===== config.mk =====
export PLATFORM = sky130hd
export DESIGN_NAME = mac_array_top
export DESIGN_NICKNAME = d
export VERILOG_FILES = /design/src/mac_ctrl_pkg.sv /design/src/mac_data_pkg.sv /design/src/mac_sequencer.sv /design/src/operand_feeder.sv /design/src/mac_lane.sv /design/src/result_collector.sv /design/src/mac_array_top.sv
export VERILOG_INCLUDE_DIRS = /design/src
export SDC_FILE = /design/constraint.sdc
export NUM_CORES = 1
export LEC_CHECK = 0
export BUFFER_PORTS_ARGS = -buffer_cell sky130_fd_sc_hd__clkbuf_2
export CORE_UTILIZATION = 60
export CTS_CLUSTER_DIAMETER = 100
export DETAILED_ROUTE_END_ITERATION = 10
export GPL_ROUTABILITY_DRIVEN = 1
export HOLD_SLACK_MARGIN = 0.15
export PLACE_DENSITY = 0.79
export SYNTH_ARGS = -nofsm -noshare
export SYNTH_HDL_FRONTEND = slang
export SYNTH_HIERARCHICAL = 1
export SYNTH_SLANG_ARGS = --single-unit

===== constraint.sdc =====
create_clock -name clk -period 9.4 [get_ports clk]
set_clock_uncertainty 0.15 [all_clocks]
set_input_delay 1.41 -clock clk [delete_from_list [all_inputs] [get_ports clk]]
set_output_delay 1.41 -clock clk [all_outputs]
set_load 0.01 [all_outputs]

===== src/mac_consts.svh =====
`ifndef MAC_CONSTS_SVH
`define MAC_CONSTS_SVH

// array shape
`define NUM_LANES 4

// operand and multiplier widths
`define OP_W 8
`define HALF_W 4

// per-lane B register file
`define B_DEPTH 4
`define B_AW 2

// sequencer slot table
`define SLOT_DEPTH 4
`define SLOT_AW 2
`define SHIFT_MODE_W 2

`define ACC_W 20 // holds a full 16 bit product plus headroom

// limit + 4 slots of 7 bits + base limit + step
`define CFG_LEN 34

`endif


===== src/mac_ctrl_pkg.sv =====
`include "mac_consts.svh"

package mac_ctrl_pkg;

	// left shift applied to a partial product
	typedef enum logic [`SHIFT_MODE_W-1:0] {
		SHIFT_0  = 2'd0,
		SHIFT_4  = 2'd1,
		SHIFT_8  = 2'd2,
		SHIFT_12 = 2'd3
	} shift_mode_e;

	// one pass worth of lane control, also the slot table entry layout
	typedef struct packed {
		logic                a_s; // 1 selects high nibble of A
		logic                b_s; // 1 selects high nibble of B
		logic [`B_AW-1:0]    b_addr; // increment in the table, absolute on the output
		shift_mode_e         shifter_mode;
		logic                acc_mode; // 0 load, 1 add
	} mac_ctrl_t;

	// layout of the configuration chain, config_in enters at bit 0
	typedef struct packed {
		logic [`B_AW-1:0]                 step;
		logic [`B_AW-1:0]                 base_limit; // kept for chain layout only
		mac_ctrl_t [`SLOT_DEPTH-1:0]      slots;
		logic [`SLOT_AW-1:0]              limit;
	} seq_cfg_t;

endpackage


===== src/mac_data_pkg.sv =====
`include "mac_consts.svh"

package mac_data_pkg;

	typedef logic [`OP_W-1:0] operand_t;

	// A operands for every lane, lane 0 in the low byte
	typedef operand_t [`NUM_LANES-1:0] a_bundle_t;

	// one write into one lane's B file
	typedef struct packed {
		logic [$clog2(`NUM_LANES)-1:0] lane;
		logic [`B_AW-1:0]              addr;
		operand_t                      data;
	} b_write_t;

	typedef logic [`ACC_W-1:0] lane_sum_t;

	typedef lane_sum_t [`NUM_LANES-1:0] lane_sums_t;

	typedef logic [7:0] round_count_t;

	// what the collector hands out after each round
	typedef struct packed {
		lane_sums_t   sums;
		round_count_t round_count;
	} result_t;

endpackage


===== src/mac_sequencer.sv =====
`timescale 1ns/1ps
`include "mac_consts.svh"

module mac_sequencer
	import mac_ctrl_pkg::*;
(
	input  logic      clk,
	input  logic      reset,

	input  logic      hp_en,

	output mac_ctrl_t ctrl,
	output logic      round_done,

	input  logic      config_en,
	input  logic      config_in,
	output logic      config_out
);

	seq_cfg_t            cfg_q;
	logic [`SLOT_AW-1:0] slot_cnt;
	logic [`B_AW-1:0]    b_base;
	logic                last_slot;
	mac_ctrl_t           slot;

	// configuration shift chain
	// first bit in travels furthest, so it ends in the step field
	always_ff @(posedge clk) begin
		if (config_en) begin
			cfg_q <= {cfg_q[`CFG_LEN-2:0], config_in};
		end
	end

	assign config_out = cfg_q[`CFG_LEN-1]; // feeds the next array

	assign last_slot = (slot_cnt == cfg_q.limit);
	assign round_done = hp_en && last_slot;

	// slot counter and B base
	always_ff @(posedge clk) begin
		if (reset) begin
			slot_cnt <= '0;
			b_base <= '0;
		end else if (hp_en) begin
			if (last_slot) begin
				slot_cnt <= '0;
				b_base <= b_base + cfg_q.step; // wraps at B_DEPTH
			end else begin
				slot_cnt <= slot_cnt + 1'b1;
			end
		end
	end

	// control word for the current pass
	always_comb begin
		slot = cfg_q.slots[slot_cnt];
		ctrl = slot;
		ctrl.b_addr = b_base + slot.b_addr; // base plus slot increment
	end

endmodule


===== src/operand_feeder.sv =====
`timescale 1ns/1ps
`include "mac_consts.svh"

module operand_feeder
	import mac_data_pkg::*;
(
	input  logic                  clk,
	input  logic                  reset,

	input  logic                  a_load,
	input  a_bundle_t             a_in,

	input  logic                  b_wr_en,
	input  b_write_t              b_wr,

	output a_bundle_t             a_ops,
	output logic [`NUM_LANES-1:0] b_we,
	output logic [`B_AW-1:0]      b_addr_w,
	output operand_t              b_data_w
);

	logic [`NUM_LANES-1:0] lane_sel;

	// one-hot lane decode
	always_comb begin
		lane_sel = '0;
		lane_sel[b_wr.lane] = 1'b1;
	end

	// A operand registers
	always_ff @(posedge clk) begin
		if (a_load) begin
			a_ops <= a_in;
		end
	end

	// B write strobe, one lane at a time
	always_ff @(posedge clk) begin
		if (reset) begin
			b_we <= '0;
		end else begin
			b_we <= b_wr_en ? lane_sel : '0;
		end
	end

	// shared address and data for all lanes
	always_ff @(posedge clk) begin
		if (b_wr_en) begin
			b_addr_w <= b_wr.addr;
			b_data_w <= b_wr.data;
		end
	end

endmodule


===== src/mac_lane.sv =====
`timescale 1ns/1ps
`include "mac_consts.svh"

module mac_lane
	import mac_ctrl_pkg::*;
	import mac_data_pkg::*;
(
	input  logic             clk,
	input  logic             reset,

	input  logic             hp_en,
	input  mac_ctrl_t        ctrl,
	input  operand_t         a_op,

	input  logic             b_we,
	input  logic [`B_AW-1:0] b_addr_w,
	input  operand_t         b_data_w,

	output lane_sum_t        sum
);

	operand_t               b_file [`B_DEPTH];
	operand_t               b_word;
	logic [`HALF_W-1:0]     a_nib;
	logic [`HALF_W-1:0]     b_nib;
	logic [2*`HALF_W-1:0]   prod;
	lane_sum_t              prod_ext;
	lane_sum_t              shifted;
	lane_sum_t              acc;

	// B register file
	always_ff @(posedge clk) begin
		if (b_we) begin
			b_file[b_addr_w] <= b_data_w;
		end
	end

	assign b_word = b_file[ctrl.b_addr];

	// nibble select
	assign a_nib = ctrl.a_s ? a_op[`OP_W-1:`HALF_W] : a_op[`HALF_W-1:0];
	assign b_nib = ctrl.b_s ? b_word[`OP_W-1:`HALF_W] : b_word[`HALF_W-1:0];

	assign prod = a_nib * b_nib; // 4x4 unsigned
	assign prod_ext = lane_sum_t'(prod);

	always_comb begin
		case (ctrl.shifter_mode)
			SHIFT_0:  shifted = prod_ext;
			SHIFT_4:  shifted = prod_ext << 4;
			SHIFT_8:  shifted = prod_ext << 8;
			SHIFT_12: shifted = prod_ext << 12;
			default:  shifted = prod_ext;
		endcase
	end

	// load or accumulate, one pass per hp_en
	always_ff @(posedge clk) begin
		if (reset) begin
			acc <= '0;
		end else if (hp_en) begin
			if (ctrl.acc_mode) begin
				acc <= acc + shifted;
			end else begin
				acc <= shifted;
			end
		end
	end

	assign sum = acc;

endmodule


===== src/result_collector.sv =====
`timescale 1ns/1ps
`include "mac_consts.svh"

module result_collector
	import mac_data_pkg::*;
(
	input  logic       clk,
	input  logic       reset,

	input  logic       round_done,
	input  lane_sums_t sums,

	output result_t    result,
	output logic       result_valid
);

	logic         done_q;
	lane_sums_t   sums_q;
	round_count_t count_q;

	// lanes update on the round_done edge, so look one cycle later
	always_ff @(posedge clk) begin
		if (reset) begin
			done_q <= 1'b0;
		end else begin
			done_q <= round_done;
		end
	end

	always_ff @(posedge clk) begin
		if (done_q) begin
			sums_q <= sums;
		end
	end

	// round counter and valid pulse
	always_ff @(posedge clk) begin
		if (reset) begin
			count_q <= '0;
			result_valid <= 1'b0;
		end else begin
			result_valid <= done_q;
			if (done_q) begin
				count_q <= count_q + 1'b1;
			end
		end
	end

	assign result.sums = sums_q;
	assign result.round_count = count_q;

endmodule


===== src/mac_array_top.sv =====
`timescale 1ns/1ps
`include "mac_consts.svh"

module mac_array_top
	import mac_ctrl_pkg::*;
	import mac_data_pkg::*;
(
	input  logic      clk,
	input  logic      reset,

	input  logic      hp_en,

	input  logic      config_en,
	input  logic      config_in,
	output logic      config_out,

	input  logic      a_load,
	input  a_bundle_t a_in,

	input  logic      b_wr_en,
	input  b_write_t  b_wr,

	output result_t   result,
	output logic      result_valid
);

	mac_ctrl_t             ctrl;
	logic                  round_done;
	a_bundle_t             a_ops;
	logic [`NUM_LANES-1:0] b_we;
	logic [`B_AW-1:0]      b_addr_w;
	operand_t              b_data_w;
	lane_sums_t            sums;

	mac_sequencer u_sequencer (
		.clk        (clk),
		.reset      (reset),
		.hp_en      (hp_en),
		.ctrl       (ctrl),
		.round_done (round_done),
		.config_en  (config_en),
		.config_in  (config_in),
		.config_out (config_out)
	);

	operand_feeder u_feeder (
		.clk      (clk),
		.reset    (reset),
		.a_load   (a_load),
		.a_in     (a_in),
		.b_wr_en  (b_wr_en),
		.b_wr     (b_wr),
		.a_ops    (a_ops),
		.b_we     (b_we),
		.b_addr_w (b_addr_w),
		.b_data_w (b_data_w)
	);

	// same control word broadcast to every lane
	for (genvar i = 0; i < `NUM_LANES; i++) begin : g_lane
		mac_lane u_lane (
			.clk      (clk),
			.reset    (reset),
			.hp_en    (hp_en),
			.ctrl     (ctrl),
			.a_op     (a_ops[i]),
			.b_we     (b_we[i]),
			.b_addr_w (b_addr_w),
			.b_data_w (b_data_w),
			.sum      (sums[i])
		);
	end

	result_collector u_collector (
		.clk          (clk),
		.reset        (reset),
		.round_done   (round_done),
		.sums         (sums),
		.result       (result),
		.result_valid (result_valid)
	);

endmodule


==> metrics, run 1 <==
Async SR Flop Fraction=0%; Core ar.=33600 sq um; Syn Area/Cell=11.8 sq um; post-synthesis cell area=20600 sq um; Max Fanout on Critical Path=27; Pwr Density=256 nW/um^2; Resize count post-CTS=0; CTS tree=built; Gate power share=38.9%; Die X=187 um; Residual DRC=0; Slew @ Worst Pin=1.33 ns; Max Freq=123 MHz; crit path kind=reg -> reg; period utilization=86.8%; Fin Hold WS=0.283 ns; HP Class=reg -> reg; WL per Instance=19.3 um; final setup TNS=0 ns; dpl hpwl=31300 um; Post-CTS Setup Inserts=0; Final ANT Viol Nets=0; P&R area growth vs syn=11.5%; initial antenna violation count=1; Sw Ratio=35.6%; WP data required=9.72 ns; Initial DRC Count=1219; TritonRoute pass-1 iters=6; Worst-Skew Late Latency=0.57 ns; first-pass GRT wire length=73800 um; maximum vdd drop=168 uV; Clk pwr share=26.5%; Post-synth EDFFs=284; final WL=45400 um; switching power=2090 uW; YS warnings=6; # rows=67; vias in the first global route=14559; status=completed; largest net degree at the start of global routing=87; initial core utilization=61.2%; Netlist cell types=106; internal cell power=3790 uW; Final Setup Violations=0; Placer Congestion=0.943; arrival time at the worst endpoint=8.48 ns; share of the yosys chip area belonging to registers=51.0%; #FFs+latches synth=382; leak pwr=0.00914 uW; startpoint class of the critical path=flip-flop; Slew headroom=11.4%; critical path's slowest cell=ha_2; register share of total power=34.6%; DIE HEIGHT=187 um; PortBufs=140; Tot GR Track Use=26.4%; Fillers=2453; Max Cap Viol=0; die footprint=35000 sq um; CP endpoint kind=flip-flop; share of layout cells above drive strength 1=15.7%; Synth Flop Type=edfxtp_1; vias=14574; htree depth=2; Final min period=8.16 ns; Inserted Clock Buffers=40; Clock Tree Root=clkbuf_16; Mapped Nets=1943; vias per cell=6.19; Syn Inst Count=1745; Pins Over Slew Limit=0; slowest stage delay, CP=0.94 ns; worst path buffer plus inverter count=2; # clock sinks=382; CTS Buffer Depth=3; crit-path leading delay family=adder cells; grt ovf=0; CTS Hold Buffers Added=0; Final Hold Fails=0; clock-pin slew on the worst setup and hold paths=0.06 ns; Final #Nets=2071; RSZ-0062 raised after global routing=no; Ports=141
-- per-layer routing --
metal / global-route usage (%) / vias up / wire, um
met1: 34.6 / 7092 / 19400
li1: - / 6879 / -
met4: 11.4 / 0 / 1650
met5: 0 / - / 0
met3: 4.11 / 103 / 2600
met2: 43.6 / 500 / 21800
-- registers in the layout, indices dropped and copies added (netlist names) --
signal,count
u_sequencer/cfg_q,33
u_collector/done_q,1
u_collector/result_valid,1
u_feeder/a_ops,32
u_sequencer/slot_cnt,2
g_lane.u_lane/b_file,128
u_collector/count_q,8
u_feeder/b_we,4
u_feeder/b_data_w,8
u_feeder/b_addr_w,2
u_sequencer/b_base,2
g_lane.u_lane/sum,80
u_sequencer/config_out,1
u_collector/result,80
-- cell type report --
| type | instances | area [sq um] | share of cell area [%] |
|---|---|---|---|
| sequential | 382 | 10500 | 45.7 |
| multi-input combinational | 1233 | 9550 | 41.6 |
| clock buffer | 66 | 1190 | 5.19 |
| timing repair buffer | 154 | 811 | 3.53 |
| tap | 448 | 561 | 2.44 |
| inverter | 62 | 233 | 1.01 |
| clock inverter | 8 | 106 | 0.464 |
| antenna | 1 | 2.50 | 0.0109 |
-- Yosys cell counts, types with 40 or more instances --
cell type | count | area (sq um)
edfxtp_1 | 284 | 8530
nor2_1 | 188 | 706
ha_1 | 127 | 1590
nand2_1 | 107 | 402
dfxtp_1 | 98 | 1960
a21oi_1 | 88 | 440
inv_1 | 58 | 218
mux2i_1 | 56 | 561
a211oi_1 | 47 | 353
o21ai_0 | 44 | 220
clkbuf_1 | 41 | 154
xor2_1 | 40 | 350
-- power by group through the flow --
stage	sequential (uW)	combinational [uW]	clock (uW)
5_1_grt	2040	2530	1640
3_3_place_gp	2060	2150	0
4_1_cts	2030	2250	1590
6_report	2030	2280	1560
3_5_place_dp	2070	2220	0
2_1_floorplan	2040	1740	0
-- through the flow --
step | cell area (sq um) | std cells | setup WS [ns] | total power [uW] | utilization, %
3_5_place_dp | 21600 | 2279 | 1.26 | 4280 | 64.4
5_1_grt | 22900 | 2354 | 0.573 | 6220 | 68.3
2_1_floorplan | 20600 | 1745 | 2.38 | 3780 | -
4_1_cts | 22900 | 2353 | 1.20 | 5870 | 68.2
6_report | 22900 | 2354 | 1.24 | 5870 | 68.3
3_3_place_gp | 21600 | 2279 | 1.51 | 4200 | 64.4
-- cells in the final DEF (no fill, tap or decap), types with 8 or more instances in the layout --
master and instances:
fa_1 20, nand2_1 107, inv_1 58, clkbuf_16 42, or2_2 10, xor2_1 40, and2_1 22, o21bai_1 12
xnor2_1 32, dfxtp_1 97, a21oi_1 88, buf_4 16, mux2_2 8, a31oi_1 15, o21ai_0 44, clkbuf_2 138
ha_1 126, o211ai_1 10, clkbuf_1 19, o22ai_1 23, o21a_1 14, a221oi_1 8, mux2i_1 56, mux4_1 11
o21ai_1 18, edfxtp_1 284, a21o_1 30, mux4_2 29, nand2b_1 14, a311oi_1 14, or3_1 9, nor2_1 188
nor3_1 36, and3_1 11, nand3_1 21, nor2b_1 37, a211oi_1 47
-- kinds of logic after synthesis --
kind of cell / count (synthesis) / share of synthesized area [%]
compound gates: 394 / 13.2
xor+xnor: 74 / 3.19
fa+ha+maj: 147 / 9.67
buf+inv: 130 / 2.61
flops: 382 / 51.0
mux: 110 / 8.27
simple gates: 508 / 12.0
-- path summary, 6_finish.rpt --
kind	startpoint	endpoint	slack, ns	cells after the start
max	u_sequencer/slot_cnt[0]	g_lane[1].u_lane/sum[19]	1.24	25
min reg2reg	u_sequencer/cfg_q[30]	u_sequencer/cfg_q[31]	0.28	0
max reg2reg	u_sequencer/slot_cnt[0]	g_lane[1].u_lane/sum[19]	1.24	25
min	u_sequencer/cfg_q[30]	u_sequencer/cfg_q[31]	0.28	0
Power figures use the tool's default switching activity.
==> run 2: changes to the inputs <==
Settings changed: CTS_CLUSTER_SIZE set to 10, PLACE_DENSITY 0.79 to 0.88.
==> metrics, run 2 (synthesis gave the netlist of run 1 again) <==
status=completed; fin worst setup slack=0.923 ns (-0.322 ns); # clock sinks=382 (unchanged); commonest non-fill, non-tap cell in the layout=edfxtp_1; internal cell power=3770 uW (-0.49%); Max Freq=118 MHz (-3.8%); Final ANT Viol Nets=0 (unchanged); clock-pin slew on the worst setup and hold paths=0.06 ns (about the same); slowest stage delay, CP=0.72 ns (-0.22 ns); WL per Instance=20.0 um (+3.6%); Max Fanout on Critical Path=14 (-48%); Reg with most FFs=g_lane.u_lane/b_file; dpl hpwl=32000 um (+2.1%); Clk pwr share=26.2% (-0.3 points); PortBufs=140 (unchanged); hold_sp=u_sequencer/cfg_q[30]; Largest register FFs=128 (unchanged); worst path buffer plus inverter count=2 (unchanged); Post-CTS Setup Inserts=0 (unchanged); Core ar.=33600 sq um (unchanged); initial core utilization=61.2% (unchanged); Pins Over Slew Limit=0 (unchanged); Clock Tree Root=clkbuf_16; initial antenna violation count=1 (unchanged); WP data required=9.72 ns (about the same); TritonRoute pass-1 iters=5 (-1); crit path kind=reg -> reg; Inserted Clock Buffers=44 (+10%); Pwr Density=257 nW/um^2 (+0.43%); Final min period=8.48 ns (+0.322 ns); Initial DRC Count=1576 (+29%); arrival time at the worst endpoint=8.80 ns (+0.32 ns); Final Hold Fails=0 (unchanged); largest net degree at the start of global routing=80 (-8.0%); htree depth=2 (unchanged); pre-CTS worst setup slack=1.15 ns (-0.114 ns); final setup TNS=0 ns (unchanged); RSZ-0062 raised after global routing=no; critical path's slowest cell=dfxtp_1; # rows=67 (unchanged); HP Class=reg -> reg; Placer Congestion=0.951 (+0.89%); Max Cap Viol=0 (unchanged); CTS Hold Buffers Added=0 (unchanged); ANT cells=0 (-1); P&R area growth vs syn=11.4%; leak pwr=0.00912 uW (-0.22%); period utilization=90.2% (+3.4 points); Gate power share=39.2% (+0.3 points); startpoint class of the critical path=flip-flop; Slew @ Worst Pin=1.29 ns (-0.0341 ns); register share of total power=34.6% (about the same); vias per cell=6.28 (+1.5%); CTS tree=built; first-pass GRT wire length=75000 um (+1.6%); DIE HEIGHT=187 um (unchanged); final WL=47200 um (+3.9%); Worst Setup SP=u_sequencer/slot_cnt[0]; switching power=2130 uW (+1.8%); Sw Ratio=36.1% (+0.51 points); CTS Buffer Depth=3 (unchanged); most frequent cells in the layout=edfxtp_1 (284), nor2_1 (188), clkbuf_2 (138); Die X=187 um (unchanged); Final #Nets=2074 (+0.14%); Resize count post-CTS=0 (unchanged); Tot Pwr=5890 uW (+0.31%); Worst-Skew Late Latency=0.55 ns (-0.02 ns); maximum vdd drop=194 uV (+15%); crit-path leading delay family=compound AO/OA/AOI/OAI gates; Slew headroom=13.7% (+2.3 points); vias in the first global route=14448 (-0.76%); die footprint=35000 sq um (unchanged); grt ovf=0 (unchanged); Tot GR Track Use=27.0% (+0.64 points); Ports=141 (unchanged); launching point of the worst reg2reg path=u_sequencer/slot_cnt[0]; share of layout cells above drive strength 1=15.3% (-0.42 points); Fillers=2260 (-7.9%); vias=14824 (+1.7%); Residual DRC=0 (unchanged); CP endpoint kind=flip-flop; Final Setup Violations=0 (unchanged)
## run 2: power groups by stage
| stage | sequential (uW) | clock (uW) | combinational (uW) |
|---|---|---|---|
| after floorplan | 2040 | 0 | 1740 |
| after global placement | 2060 | 0 | 2130 |
| after detailed placement | 2070 | 0 | 2230 |
| after CTS | 2040 | 1570 | 2270 |
| after global routing | 2050 | 1640 | 2530 |
| final | 2040 | 1540 | 2310 |
## run 2: layout make-up
class | count | area, sq um | area share, %
clock buffers | 78 | 1250 | 5.45
multi-input cells | 1233 | 9550 | 41.7
flip-flops and latches | 382 | 10500 | 45.8
well taps | 448 | 561 | 2.45
clock inverters | 3 | 26.3 | 0.115
repair buffers | 153 | 803 | 3.50
inverters | 62 | 233 | 1.02
## run 2: final timing paths
kind | endpoint | slack (ns) | cells past startpoint
worst max-delay path | g_lane[0].u_lane/sum[19] | 0.92 | 25
worst min-delay path | u_sequencer/cfg_q[31] | 0.27 | 0
worst max register to register | g_lane[0].u_lane/sum[19] | 0.92 | 25
worst min register to register | u_sequencer/cfg_q[31] | 0.27 | 0
## run 2: metrics by stage
step	hold WS [ns]	util, %	instance area, sq um	cells
final	0.270	68.2	22900	2359
after global routing	0.289	68.2	22900	2359
after global placement	0.260	64.4	21600	2278
after detailed placement	0.260	64.4	21600	2278
after floorplan	0.250	-	20600	1745
after CTS	0.274	68.2	22900	2359
## run 2: routing by layer
| metal | share of wire, % | global-route usage (%) | vias up |
|---|---|---|---|
| li1 | - | - | 6861 |
| met1 | 40 | 35.0 | 7128 |
| met2 | 49 | 44.7 | 689 |
| met3 | 7.2 | 4.24 | 146 |
| met4 | 4.1 | 12.5 | 0 |
| met5 | 0 | 0 | - |
